$ cat config.mk
export PLATFORM = sky130hd
export DESIGN_NAME = frontend_top
export DESIGN_NICKNAME = d
export VERILOG_FILES = /design/src/hw/frontend_pkg.sv /design/src/hw/block_predictor.sv /design/src/hw/ftq.sv /design/src/hw/fetch_unit.sv /design/src/hw/inst_buffer.sv /design/src/hw/frontend_top.sv
export SDC_FILE = /design/constraint.sdc
export NUM_CORES = 1
export LEC_CHECK = 0
export BUFFER_PORTS_ARGS = -buffer_cell sky130_fd_sc_hd__buf_2
export CAP_MARGIN = 20
export CORE_ASPECT_RATIO = 1.1
export CORE_MARGIN = 8
export CORE_UTILIZATION = 55
export CTS_CLUSTER_SIZE = 16
export DETAILED_ROUTE_END_ITERATION = 10
export HOLD_SLACK_MARGIN = 0.1
export PLACE_DENSITY = 0.74
export SKIP_LAST_GASP = 1
export SYNTH_ARGS = -nofsm -noshare
export SYNTH_HDL_FRONTEND = slang
export SYNTH_SLANG_ARGS = --single-unit
export TNS_END_PERCENT = 50
$ cat constraint.sdc
create_clock -name clk -period 4.6 [get_ports clk]
set_clock_uncertainty 0.1 [all_clocks]
set_input_delay 0.23 -clock clk [delete_from_list [all_inputs] [get_ports clk]]
set_output_delay 0.23 -clock clk [all_outputs]
set_load 0.01 [all_outputs]
$ cat src/hw/frontend_pkg.sv
package frontend_pkg;

    // Instruction address and instruction word
    typedef logic [31:0] addr_t;
    typedef logic [31:0] inst_t;

    // Block length in instructions for FETCH_WIDTH up to 8
    typedef logic [3:0] len_t;

    // One fetch block as produced by the predictor and held in the FTQ
    typedef struct packed {
        logic  valid;
        addr_t start_pc;
        len_t  length;
    } fetch_block_t;

    // One fetched instruction on its way to the backend
    typedef struct packed {
        addr_t pc;
        inst_t inst;
        logic  last;     // final instruction of its block
    } fetched_inst_t;

    // Fetch unit FSM
    typedef enum logic [1:0] {
        IDLE,
        REQ,
        DRAIN
    } fetch_state_e;

endpackage

$ cat src/hw/block_predictor.sv
`timescale 1ns/1ps

module block_predictor #(
    parameter int                  FETCH_WIDTH = 4,
    parameter frontend_pkg::addr_t RESET_PC    = 32'h0000_1000
) (
    input  logic                       clk,
    input  logic                       rst,
    input  logic                       flush_i,
    input  frontend_pkg::addr_t        redirect_pc_i,
    input  logic                       queue_full_i,
    output frontend_pkg::fetch_block_t blk_o
);

    // Bytes covered by one block
    localparam frontend_pkg::addr_t BLOCK_BYTES = frontend_pkg::addr_t'(FETCH_WIDTH * 4);

    frontend_pkg::addr_t next_pc_q;
    logic                active_q;

    // Next block start follows the redirect PC after a flush
    always_ff @(posedge clk) begin
        if (rst) begin
            next_pc_q <= RESET_PC;
            active_q  <= 1'b0;
        end else begin
            active_q <= 1'b1;
            if (flush_i) begin
                next_pc_q <= redirect_pc_i;
            end else if (blk_o.valid) begin
                next_pc_q <= next_pc_q + BLOCK_BYTES;
            end
        end
    end

    // Nothing is emitted in the flush cycle or while the FTQ is full
    always_comb begin
        blk_o.valid    = active_q && !flush_i && !queue_full_i;
        blk_o.start_pc = next_pc_q;
        blk_o.length   = frontend_pkg::len_t'(FETCH_WIDTH);
    end

    // Each written block is followed by the block right after it
    a_blocks_contiguous: assert property (
        @(posedge clk) disable iff (rst)
            blk_o.valid |=> blk_o.start_pc == $past(blk_o.start_pc) + BLOCK_BYTES
    );

endmodule

$ cat src/hw/ftq.sv
`timescale 1ns/1ps

module ftq #(
    parameter int FTQ_SIZE = 8
) (
    input  logic                        clk,
    input  logic                        rst,
    input  logic                        flush_i,
    input  logic [$clog2(FTQ_SIZE)-1:0] flush_ftq_id_i,
    input  frontend_pkg::fetch_block_t  blk_i,
    input  logic                        commit_i,
    input  logic                        accept_i,
    output logic                        queue_full_o,
    output frontend_pkg::fetch_block_t  head_o,
    output logic [$clog2(FTQ_SIZE)-1:0] head_id_o
);

    localparam int ID_W = $clog2(FTQ_SIZE);

    frontend_pkg::fetch_block_t [FTQ_SIZE-1:0] queue_q;
    frontend_pkg::fetch_block_t [FTQ_SIZE-1:0] queue_d;

    logic [ID_W-1:0] pred_ptr_q;
    logic [ID_W-1:0] fetch_ptr_q;
    logic [ID_W-1:0] commit_ptr_q;
    logic [ID_W-1:0] pred_ptr_inc;
    logic [ID_W-1:0] flush_ptr;

    // Wraps naturally at FTQ_SIZE
    assign pred_ptr_inc = pred_ptr_q + 1'b1;
    assign flush_ptr    = flush_ftq_id_i + 1'b1;

    always_ff @(posedge clk) begin
        if (rst) begin
            pred_ptr_q   <= '0;
            fetch_ptr_q  <= '0;
            commit_ptr_q <= '0;
        end else begin
            // Commits keep draining older blocks across a flush
            if (commit_i) begin
                commit_ptr_q <= commit_ptr_q + 1'b1;
            end
            if (flush_i) begin
                pred_ptr_q  <= flush_ptr;
                fetch_ptr_q <= flush_ptr;
            end else begin
                if (blk_i.valid) begin
                    pred_ptr_q <= pred_ptr_inc;
                end
                if (accept_i) begin
                    fetch_ptr_q <= fetch_ptr_q + 1'b1;
                end
            end
        end
    end

    // Flush wins over every slot update
    always_comb begin
        queue_d = queue_q;
        if (commit_i) begin
            queue_d[commit_ptr_q] = '0;
        end
        if (blk_i.valid) begin
            queue_d[pred_ptr_q] = blk_i;
        end
        if (flush_i) begin
            queue_d = '0;
        end
    end

    always_ff @(posedge clk) begin
        if (rst) begin
            queue_q <= '0;
        end else begin
            queue_q <= queue_d;
        end
    end

    assign head_o       = queue_q[fetch_ptr_q];
    assign head_id_o    = fetch_ptr_q;
    // One slot stays free so full and empty differ
    assign queue_full_o = (pred_ptr_inc == commit_ptr_q);

    a_accept_needs_block: assert property (
        @(posedge clk) disable iff (rst) accept_i |-> head_o.valid
    );

    a_no_commit_when_empty: assert property (
        @(posedge clk) disable iff (rst) commit_i |-> (commit_ptr_q != pred_ptr_q)
    );

endmodule

$ cat src/hw/fetch_unit.sv
`timescale 1ns/1ps

module fetch_unit #(
    parameter int FTQ_SIZE = 8
) (
    input  logic                        clk,
    input  logic                        rst,
    input  logic                        flush_i,
    input  frontend_pkg::fetch_block_t  head_i,
    input  logic [$clog2(FTQ_SIZE)-1:0] head_id_i,
    input  logic                        ib_full_i,
    input  frontend_pkg::inst_t         wb_dat_i,
    input  logic                        wb_ack_i,
    output logic                        accept_o,
    output logic                        wb_cyc_o,
    output logic                        wb_stb_o,
    output logic                        wb_we_o,
    output frontend_pkg::addr_t         wb_adr_o,
    output logic                        push_valid_o,
    output frontend_pkg::fetched_inst_t push_o,
    output logic [$clog2(FTQ_SIZE)-1:0] push_id_o
);

    localparam int ID_W = $clog2(FTQ_SIZE);

    frontend_pkg::fetch_state_e state_q;
    frontend_pkg::addr_t        pc_q;
    frontend_pkg::len_t         remain_q;
    logic [ID_W-1:0]            id_q;
    logic                       stb_q;
    logic                       ack_done;
    logic                       last_inst;

    assign accept_o  = (state_q == frontend_pkg::IDLE) && head_i.valid && !flush_i;
    assign ack_done  = stb_q && wb_ack_i;
    assign last_inst = (remain_q == frontend_pkg::len_t'(1));

    always_ff @(posedge clk) begin
        if (rst) begin
            state_q <= frontend_pkg::IDLE;
            stb_q   <= 1'b0;
        end else begin
            case (state_q)
                frontend_pkg::IDLE: begin
                    if (accept_o) begin
                        state_q <= frontend_pkg::REQ;
                    end
                end
                frontend_pkg::REQ: begin
                    if (flush_i) begin
                        // A read in flight must still see its ack
                        if (stb_q && !wb_ack_i) begin
                            state_q <= frontend_pkg::DRAIN;
                        end else begin
                            state_q <= frontend_pkg::IDLE;
                            stb_q   <= 1'b0;
                        end
                    end else if (ack_done) begin
                        stb_q <= 1'b0;
                        if (last_inst) begin
                            state_q <= frontend_pkg::IDLE;
                        end
                    end else if (!stb_q && !ib_full_i) begin
                        stb_q <= 1'b1;
                    end
                end
                frontend_pkg::DRAIN: begin
                    if (ack_done) begin
                        stb_q   <= 1'b0;
                        state_q <= frontend_pkg::IDLE;
                    end
                end
                default: begin
                    state_q <= frontend_pkg::IDLE;
                    stb_q   <= 1'b0;
                end
            endcase
        end
    end

    // Block payload walks one word per ack
    always_ff @(posedge clk) begin
        if (accept_o) begin
            pc_q     <= head_i.start_pc;
            remain_q <= head_i.length;
            id_q     <= head_id_i;
        end else if (state_q == frontend_pkg::REQ && ack_done) begin
            pc_q     <= pc_q + 32'd4;
            remain_q <= remain_q - 1'b1;
        end
    end

    assign wb_cyc_o = stb_q;
    assign wb_stb_o = stb_q;
    assign wb_we_o  = 1'b0;
    assign wb_adr_o = pc_q;

    // Data returned during a flush or a drain is dropped
    assign push_valid_o = (state_q == frontend_pkg::REQ) && ack_done && !flush_i;
    assign push_o.pc    = pc_q;
    assign push_o.inst  = wb_dat_i;
    assign push_o.last  = last_inst;
    assign push_id_o    = id_q;

    a_stb_held_until_ack: assert property (
        @(posedge clk) disable iff (rst) (wb_stb_o && !wb_ack_i) |=> wb_stb_o
    );

endmodule

$ cat src/hw/inst_buffer.sv
`timescale 1ns/1ps

module inst_buffer #(
    parameter int IB_DEPTH = 4,
    parameter int FTQ_SIZE = 8
) (
    input  logic                        clk,
    input  logic                        rst,
    input  logic                        flush_i,
    input  logic                        push_valid_i,
    input  frontend_pkg::fetched_inst_t push_i,
    input  logic [$clog2(FTQ_SIZE)-1:0] push_id_i,
    input  logic                        ready_i,
    output logic                        full_o,
    output logic                        valid_o,
    output frontend_pkg::fetched_inst_t inst_o,
    output logic [$clog2(FTQ_SIZE)-1:0] id_o
);

    localparam int AW   = $clog2(IB_DEPTH);
    localparam int ID_W = $clog2(FTQ_SIZE);

    // Instruction and its FTQ id stored side by side
    typedef struct packed {
        frontend_pkg::fetched_inst_t inst;
        logic [ID_W-1:0]             id;
    } entry_t;

    entry_t        mem [IB_DEPTH];
    logic [AW-1:0] wr_ptr_q;
    logic [AW-1:0] rd_ptr_q;
    logic [AW:0]   count_q;
    logic          do_push;
    logic          do_pop;

    assign do_push = push_valid_i && !flush_i;
    assign do_pop  = valid_o && ready_i && !flush_i;

    always_ff @(posedge clk) begin
        if (do_push) begin
            mem[wr_ptr_q] <= '{inst: push_i, id: push_id_i};
        end
    end

    always_ff @(posedge clk) begin
        if (rst || flush_i) begin
            wr_ptr_q <= '0;
            rd_ptr_q <= '0;
            count_q  <= '0;
        end else begin
            if (do_push) begin
                wr_ptr_q <= wr_ptr_q + 1'b1;
            end
            if (do_pop) begin
                rd_ptr_q <= rd_ptr_q + 1'b1;
            end
            count_q <= count_q + (AW + 1)'(do_push) - (AW + 1)'(do_pop);
        end
    end

    assign full_o  = (count_q == (AW + 1)'(IB_DEPTH));
    assign valid_o = (count_q != '0);
    assign inst_o  = mem[rd_ptr_q].inst;
    assign id_o    = mem[rd_ptr_q].id;

    // Fetch unit only reads when there is room
    a_no_push_when_full: assert property (
        @(posedge clk) disable iff (rst) push_valid_i |-> !full_o
    );

endmodule

$ cat src/hw/frontend_top.sv
`timescale 1ns/1ps

module frontend_top #(
    parameter int                  FTQ_SIZE    = 8,
    parameter int                  FETCH_WIDTH = 4,
    parameter int                  IB_DEPTH    = 4,
    parameter frontend_pkg::addr_t RESET_PC    = 32'h0000_1000
) (
    input  logic                        clk,
    input  logic                        rst,

    // Backend side
    output frontend_pkg::fetched_inst_t inst_o,
    output logic [$clog2(FTQ_SIZE)-1:0] inst_ftq_id_o,
    output logic                        inst_valid_o,
    input  logic                        inst_ready_i,
    input  logic                        commit_i,
    input  logic                        flush_i,
    input  logic [$clog2(FTQ_SIZE)-1:0] flush_ftq_id_i,
    input  frontend_pkg::addr_t         redirect_pc_i,

    // Wishbone master to instruction memory
    output logic                        wb_cyc_o,
    output logic                        wb_stb_o,
    output logic                        wb_we_o,
    output frontend_pkg::addr_t         wb_adr_o,
    input  frontend_pkg::inst_t         wb_dat_i,
    input  logic                        wb_ack_i
);

    localparam int ID_W = $clog2(FTQ_SIZE);

    frontend_pkg::fetch_block_t  pred_blk;
    logic                        queue_full;
    frontend_pkg::fetch_block_t  head_blk;
    logic [ID_W-1:0]             head_id;
    logic                        head_accept;
    logic                        ib_full;
    logic                        push_valid;
    frontend_pkg::fetched_inst_t push_inst;
    logic [ID_W-1:0]             push_id;

    block_predictor #(
        .FETCH_WIDTH (FETCH_WIDTH),
        .RESET_PC    (RESET_PC)
    ) u_block_predictor (
        .clk           (clk),
        .rst           (rst),
        .flush_i       (flush_i),
        .redirect_pc_i (redirect_pc_i),
        .queue_full_i  (queue_full),
        .blk_o         (pred_blk)
    );

    ftq #(
        .FTQ_SIZE (FTQ_SIZE)
    ) u_ftq (
        .clk            (clk),
        .rst            (rst),
        .flush_i        (flush_i),
        .flush_ftq_id_i (flush_ftq_id_i),
        .blk_i          (pred_blk),
        .commit_i       (commit_i),
        .accept_i       (head_accept),
        .queue_full_o   (queue_full),
        .head_o         (head_blk),
        .head_id_o      (head_id)
    );

    fetch_unit #(
        .FTQ_SIZE (FTQ_SIZE)
    ) u_fetch_unit (
        .clk          (clk),
        .rst          (rst),
        .flush_i      (flush_i),
        .head_i       (head_blk),
        .head_id_i    (head_id),
        .ib_full_i    (ib_full),
        .wb_dat_i     (wb_dat_i),
        .wb_ack_i     (wb_ack_i),
        .accept_o     (head_accept),
        .wb_cyc_o     (wb_cyc_o),
        .wb_stb_o     (wb_stb_o),
        .wb_we_o      (wb_we_o),
        .wb_adr_o     (wb_adr_o),
        .push_valid_o (push_valid),
        .push_o       (push_inst),
        .push_id_o    (push_id)
    );

    inst_buffer #(
        .IB_DEPTH (IB_DEPTH),
        .FTQ_SIZE (FTQ_SIZE)
    ) u_inst_buffer (
        .clk          (clk),
        .rst          (rst),
        .flush_i      (flush_i),
        .push_valid_i (push_valid),
        .push_i       (push_inst),
        .push_id_i    (push_id),
        .ready_i      (inst_ready_i),
        .full_o       (ib_full),
        .valid_o      (inst_valid_o),
        .inst_o       (inst_o),
        .id_o         (inst_ftq_id_o)
    );

endmodule

==> results by group <==
Global route
  • Overflow after GRT: 0
  • GRT Overall Usage: 0.240
  • Vias in the first global route: 17900
  • Initial antenna violation count: 1
  • Largest net degree at the start of global routing: 70
  • Global-route wire length before repair: 104 mm

Route
  • Final ANT Viol Nets: 0
  • Avg Vias per Cell: 6.11
  • Residual DRC: 0
  • 1st-iter DRT viols: 1662
  • Drt wl/cell: 23.1 um
  • Via count: 17900
  • First-pass iteration count of the detailed router: 5
  • Total routed wirelength: 67.7 mm

STA
  • Minimum clock period: 3.17 ns
  • Max Slew Vio Count: 0
  • Final worst setup slack: 1.43 ns
  • RSZ-0062 raised after global routing: no
  • WHS: 0.256 ns
  • Fmax: 316 MHz
  • Final period util: 0.689
  • Slew HR: 0.234
  • Setup violators final: 0
  • Setup tns final: 0 ns
  • Least-Margin Pin Slew: 1.15 ns
  • Final hold violations: 0

Logic synthesis
  • Most used flip-flop cell after synthesis: dfxtp_1
  • Count leader, synth: dfxtp_1
  • Yosys cell types: 60
  • Synth Cell Area: 26400 um2
  • Synth cell count leaders: 350 x dfxtp_1, 311 x edfxtp_1, 283 x nand3_1
  • Area leader, netlist: edfxtp_1
  • Syn avg cell area: 13.0 um2
  • Net Count, Synth: 2117
  • Synth Register Bits: 661
  • Post-synth top area share: 0.354
  • Yosys warnings: 0
  • Gate Count Post-Synth: 2029
  • Largest cells by area after synthesis: edfxtp_1 35%, dfxtp_1 27%, mux4_2 12%
  • Sequential fraction of the synthesis area: 0.619
  • Post-synth ARST share: 0
  • Post-synth EDFFs: 311

Floorplanning
  • I/O Pins: 177
  • Num rows: 84
  • Die area: 55300 um2
  • Core box area: 47600 um2
  • Starting density of the core: 0.555
  • Die H: 246 um
  • Die W: 225 um

Critical path
  • Critical path fanouts, max: 9
  • Internal reg-to-reg setup slack: 1.43 ns
  • Crit end category: flip-flop
  • Reg2Reg Depth: 7
  • Critical path's slowest cell: a311oi_2
  • Critical path class: reg -> reg
  • Startpoint Class: flip-flop
  • Critical Path RT: 5.02 ns
  • RR Startpoint: u_ftq.pred_ptr_q[0]$_SDFFE_PP0P_
  • RR Endpoint: u_block_predictor.next_pc_q[29]$_SDFFE_PP0P_
  • Data arrival, critical path: 3.59 ns
  • CP Cell Sequence: ha_1 -> xnor3_2 -> a311oi_2 -> nand4_1 -> xnor2_1 -> o21a_1 -> dlygate4sd3_1
  • Slowest stage delay, CP: 0.68 ns
  • Crit path from: u_ftq.pred_ptr_q[0]$_SDFFE_PP0P_

CTS
  • CTS tree: built
  • Root Buffer: clkbuf_16
  • CTS resizes: 0
  • Clk buf depth: 3
  • CTS Sinks: 661
  • TritonCTS Buffers: 61
  • H-tree depth reported by CTS: 2
  • Clk slew on worst S/H paths: 0.06 ns
  • Worst skew pair latency: 0.63 ns

Power and ir drop
  • Final Power: 12100 uW
  • Peak VDD IR: 351 uV
  • Leak Pwr: 0.0104 uW
  • Power per Cell Area: 394 nW/um2

Worst hold path
  • Hold Path Sink: u_block_predictor.next_pc_q[24]$_SDFFE_PP0P_
  • WHS Path Cells: 3
  • Hold WC Path Type: in -> reg
  • Hold Startpoint: redirect_pc_i[24]

Placed design
  • Post-Place Worst Slack: 1.51 ns
  • Post-DP HPWL: 39.4 mm
  • GPL Wtd Cong: 0.813
  • Port-buffer cells: 175

Final layout
  • # fillers: 3396
  • Reg area: 16400 um2
  • Area growth syn-to-layout: 16.5%
  • Nets: 2323
  • Multi-input combinational cell area: 9420 um2
  • Layout cell share with drive strength beyond 1: 0.213

Flow run
  • Max-cap violation count: 0

Status
  • Outcome: finished clean
==> logic make-up (layout without fill, tap and decap cells) <==
| kind of cell | after synthesis | count (layout) | share of synthesized area |
|---|---|---|---|
| mux | 209 | 209 | 0.146 |
| compound gates | 360 | 360 | 0.0745 |
| buf+inv | 172 | 429 | 0.0268 |
| xor+xnor | 64 | 64 | 0.0225 |
| fa+ha+maj | 15 | 15 | 0.00739 |
| simple gates | 547 | 547 | 0.104 |
| flops | 661 | 661 | 0.619 |
| other cells | 1 | 2 | 0.000142 |
==> routing by layer <==
| metal | GRT usage | wire, um | up-vias |
|---|---|---|---|
| met5 | 0.00358 | 0 | - |
| met4 | 0.0876 | 1910 | 0 |
| met3 | 0.0448 | 5410 | 123 |
| met2 | 0.413 | 33900 | 738 |
| met1 | 0.300 | 26500 | 8955 |
| li1 | - | - | 8090 |
==> layout by cell type, fill, tap and decap left out, types with 5 or more instances in the layout <==
master	netlist	final
xnor2_1	23	23
and2_2	0	5
inv_1	14	14
a31oi_1	11	11
nand2_1	90	84
or3_1	7	7
clkinv_1	1	8
dfxtp_1	350	345
clkbuf_8	0	6
nand3_1	283	281
edfxtp_1	311	311
nor2b_1	7	7
o21a_1	5	5
and4_1	6	6
nor4_1	11	11
buf_2	37	175
clkinv_2	0	12
dlygate4sd3_1	0	90
and2_1	14	5
a211oi_1	9	9
xor2_1	39	39
bufinv_16	0	8
clkbuf_1	93	14
nand2_2	0	6
clkbuf_16	0	62
buf_4	4	34
and3_1	31	31
a21oi_1	39	36
nor2_1	54	53
o21ai_0	269	269
nor3_1	7	6
nand4_1	23	23
ha_1	14	14
mux2i_1	64	64
mux4_2	141	141
==> power breakdown <==
| part | switching, uW | internal, uW | leakage (uW) | total (uW) |
|---|---|---|---|---|
| Sequential | 118 | 6200 | 0.00564 | 6320 |
| Clock | 2190 | 3020 | 0.00102 | 5210 |
| Combinational | 362 | 241 | 0.00373 | 603 |
==> timing repair <==
action	4_1_cts	5_1_grt
hold buffers	90	0
setup buffers	0	0
endpoints found under the hold margin	183	0
==> worst max-delay path: cells and delay by family (launching register included) <==
family,cells,cell delay [ns]
simple gates,1,0.20
xor+xnor,2,0.49
buf+inv,1,0.55
fa+ha+maj,1,0.31
compound gates,2,0.85
flops,1,0.54
==> registers in the layout, summed over array words and instances, names as in the netlist, named ones only <==
signal / cells
u_ftq.commit_ptr_q: 3
u_inst_buffer.count_q: 3
u_ftq.head_id_o: 3
u_fetch_unit.state_q: 2
u_fetch_unit.wb_cyc_o: 1
u_fetch_unit.wb_adr_o: 32
u_ftq.pred_ptr_q: 3
u_inst_buffer.mem: 272
u_fetch_unit.push_id_o: 3
u_inst_buffer.wr_ptr_q: 2
u_block_predictor.active_q: 1
u_fetch_unit.remain_q: 4
u_inst_buffer.rd_ptr_q: 2
u_ftq.queue_q: 296
u_block_predictor.next_pc_q: 32
==> metrics by stage <==
step,std cells,util,cell area (um2)
6_report,2932,0.646,30800
5_1_grt,2932,0.646,30800
4_1_cts,2931,0.646,30800
3_5_place_dp,2727,0.584,27800
3_3_place_gp,2727,0.584,27800
2_1_floorplan,2029,-,26400
==> how the worst max path moves through the flow <==
stage	endpoint	slack [ns]	cells past startpoint
2_1_floorplan	u_inst_buffer.mem[0][0]$_DFFE_PP_	1.48	4
3_3_place_gp	u_fetch_unit.wb_adr_o[14]$_DFFE_PP_	1.56	4
3_5_place_dp	u_ftq.queue_q[92]$_SDFF_PP0_	1.51	7
4_1_cts	u_block_predictor.next_pc_q[22]$_SDFFE_PP0P_	1.46	7
5_1_grt	u_ftq.queue_q[10]$_SDFF_PP0_	1.18	7
6_report	u_block_predictor.next_pc_q[29]$_SDFFE_PP0P_	1.43	7
==> final cells by class <==
class | instances | area share
Antenna cell | 1 | 0.0000813
Clock buffer | 82 | 0.0548
Clock inverter | 32 | 0.0125
Inverter | 15 | 0.00183
Multi-Input combinational cell | 1196 | 0.306
Sequential cell | 661 | 0.532
Tap cell | 645 | 0.0262
Timing Repair Buffer | 300 | 0.0667
Note: power is estimated with default switching activity, not from simulation.
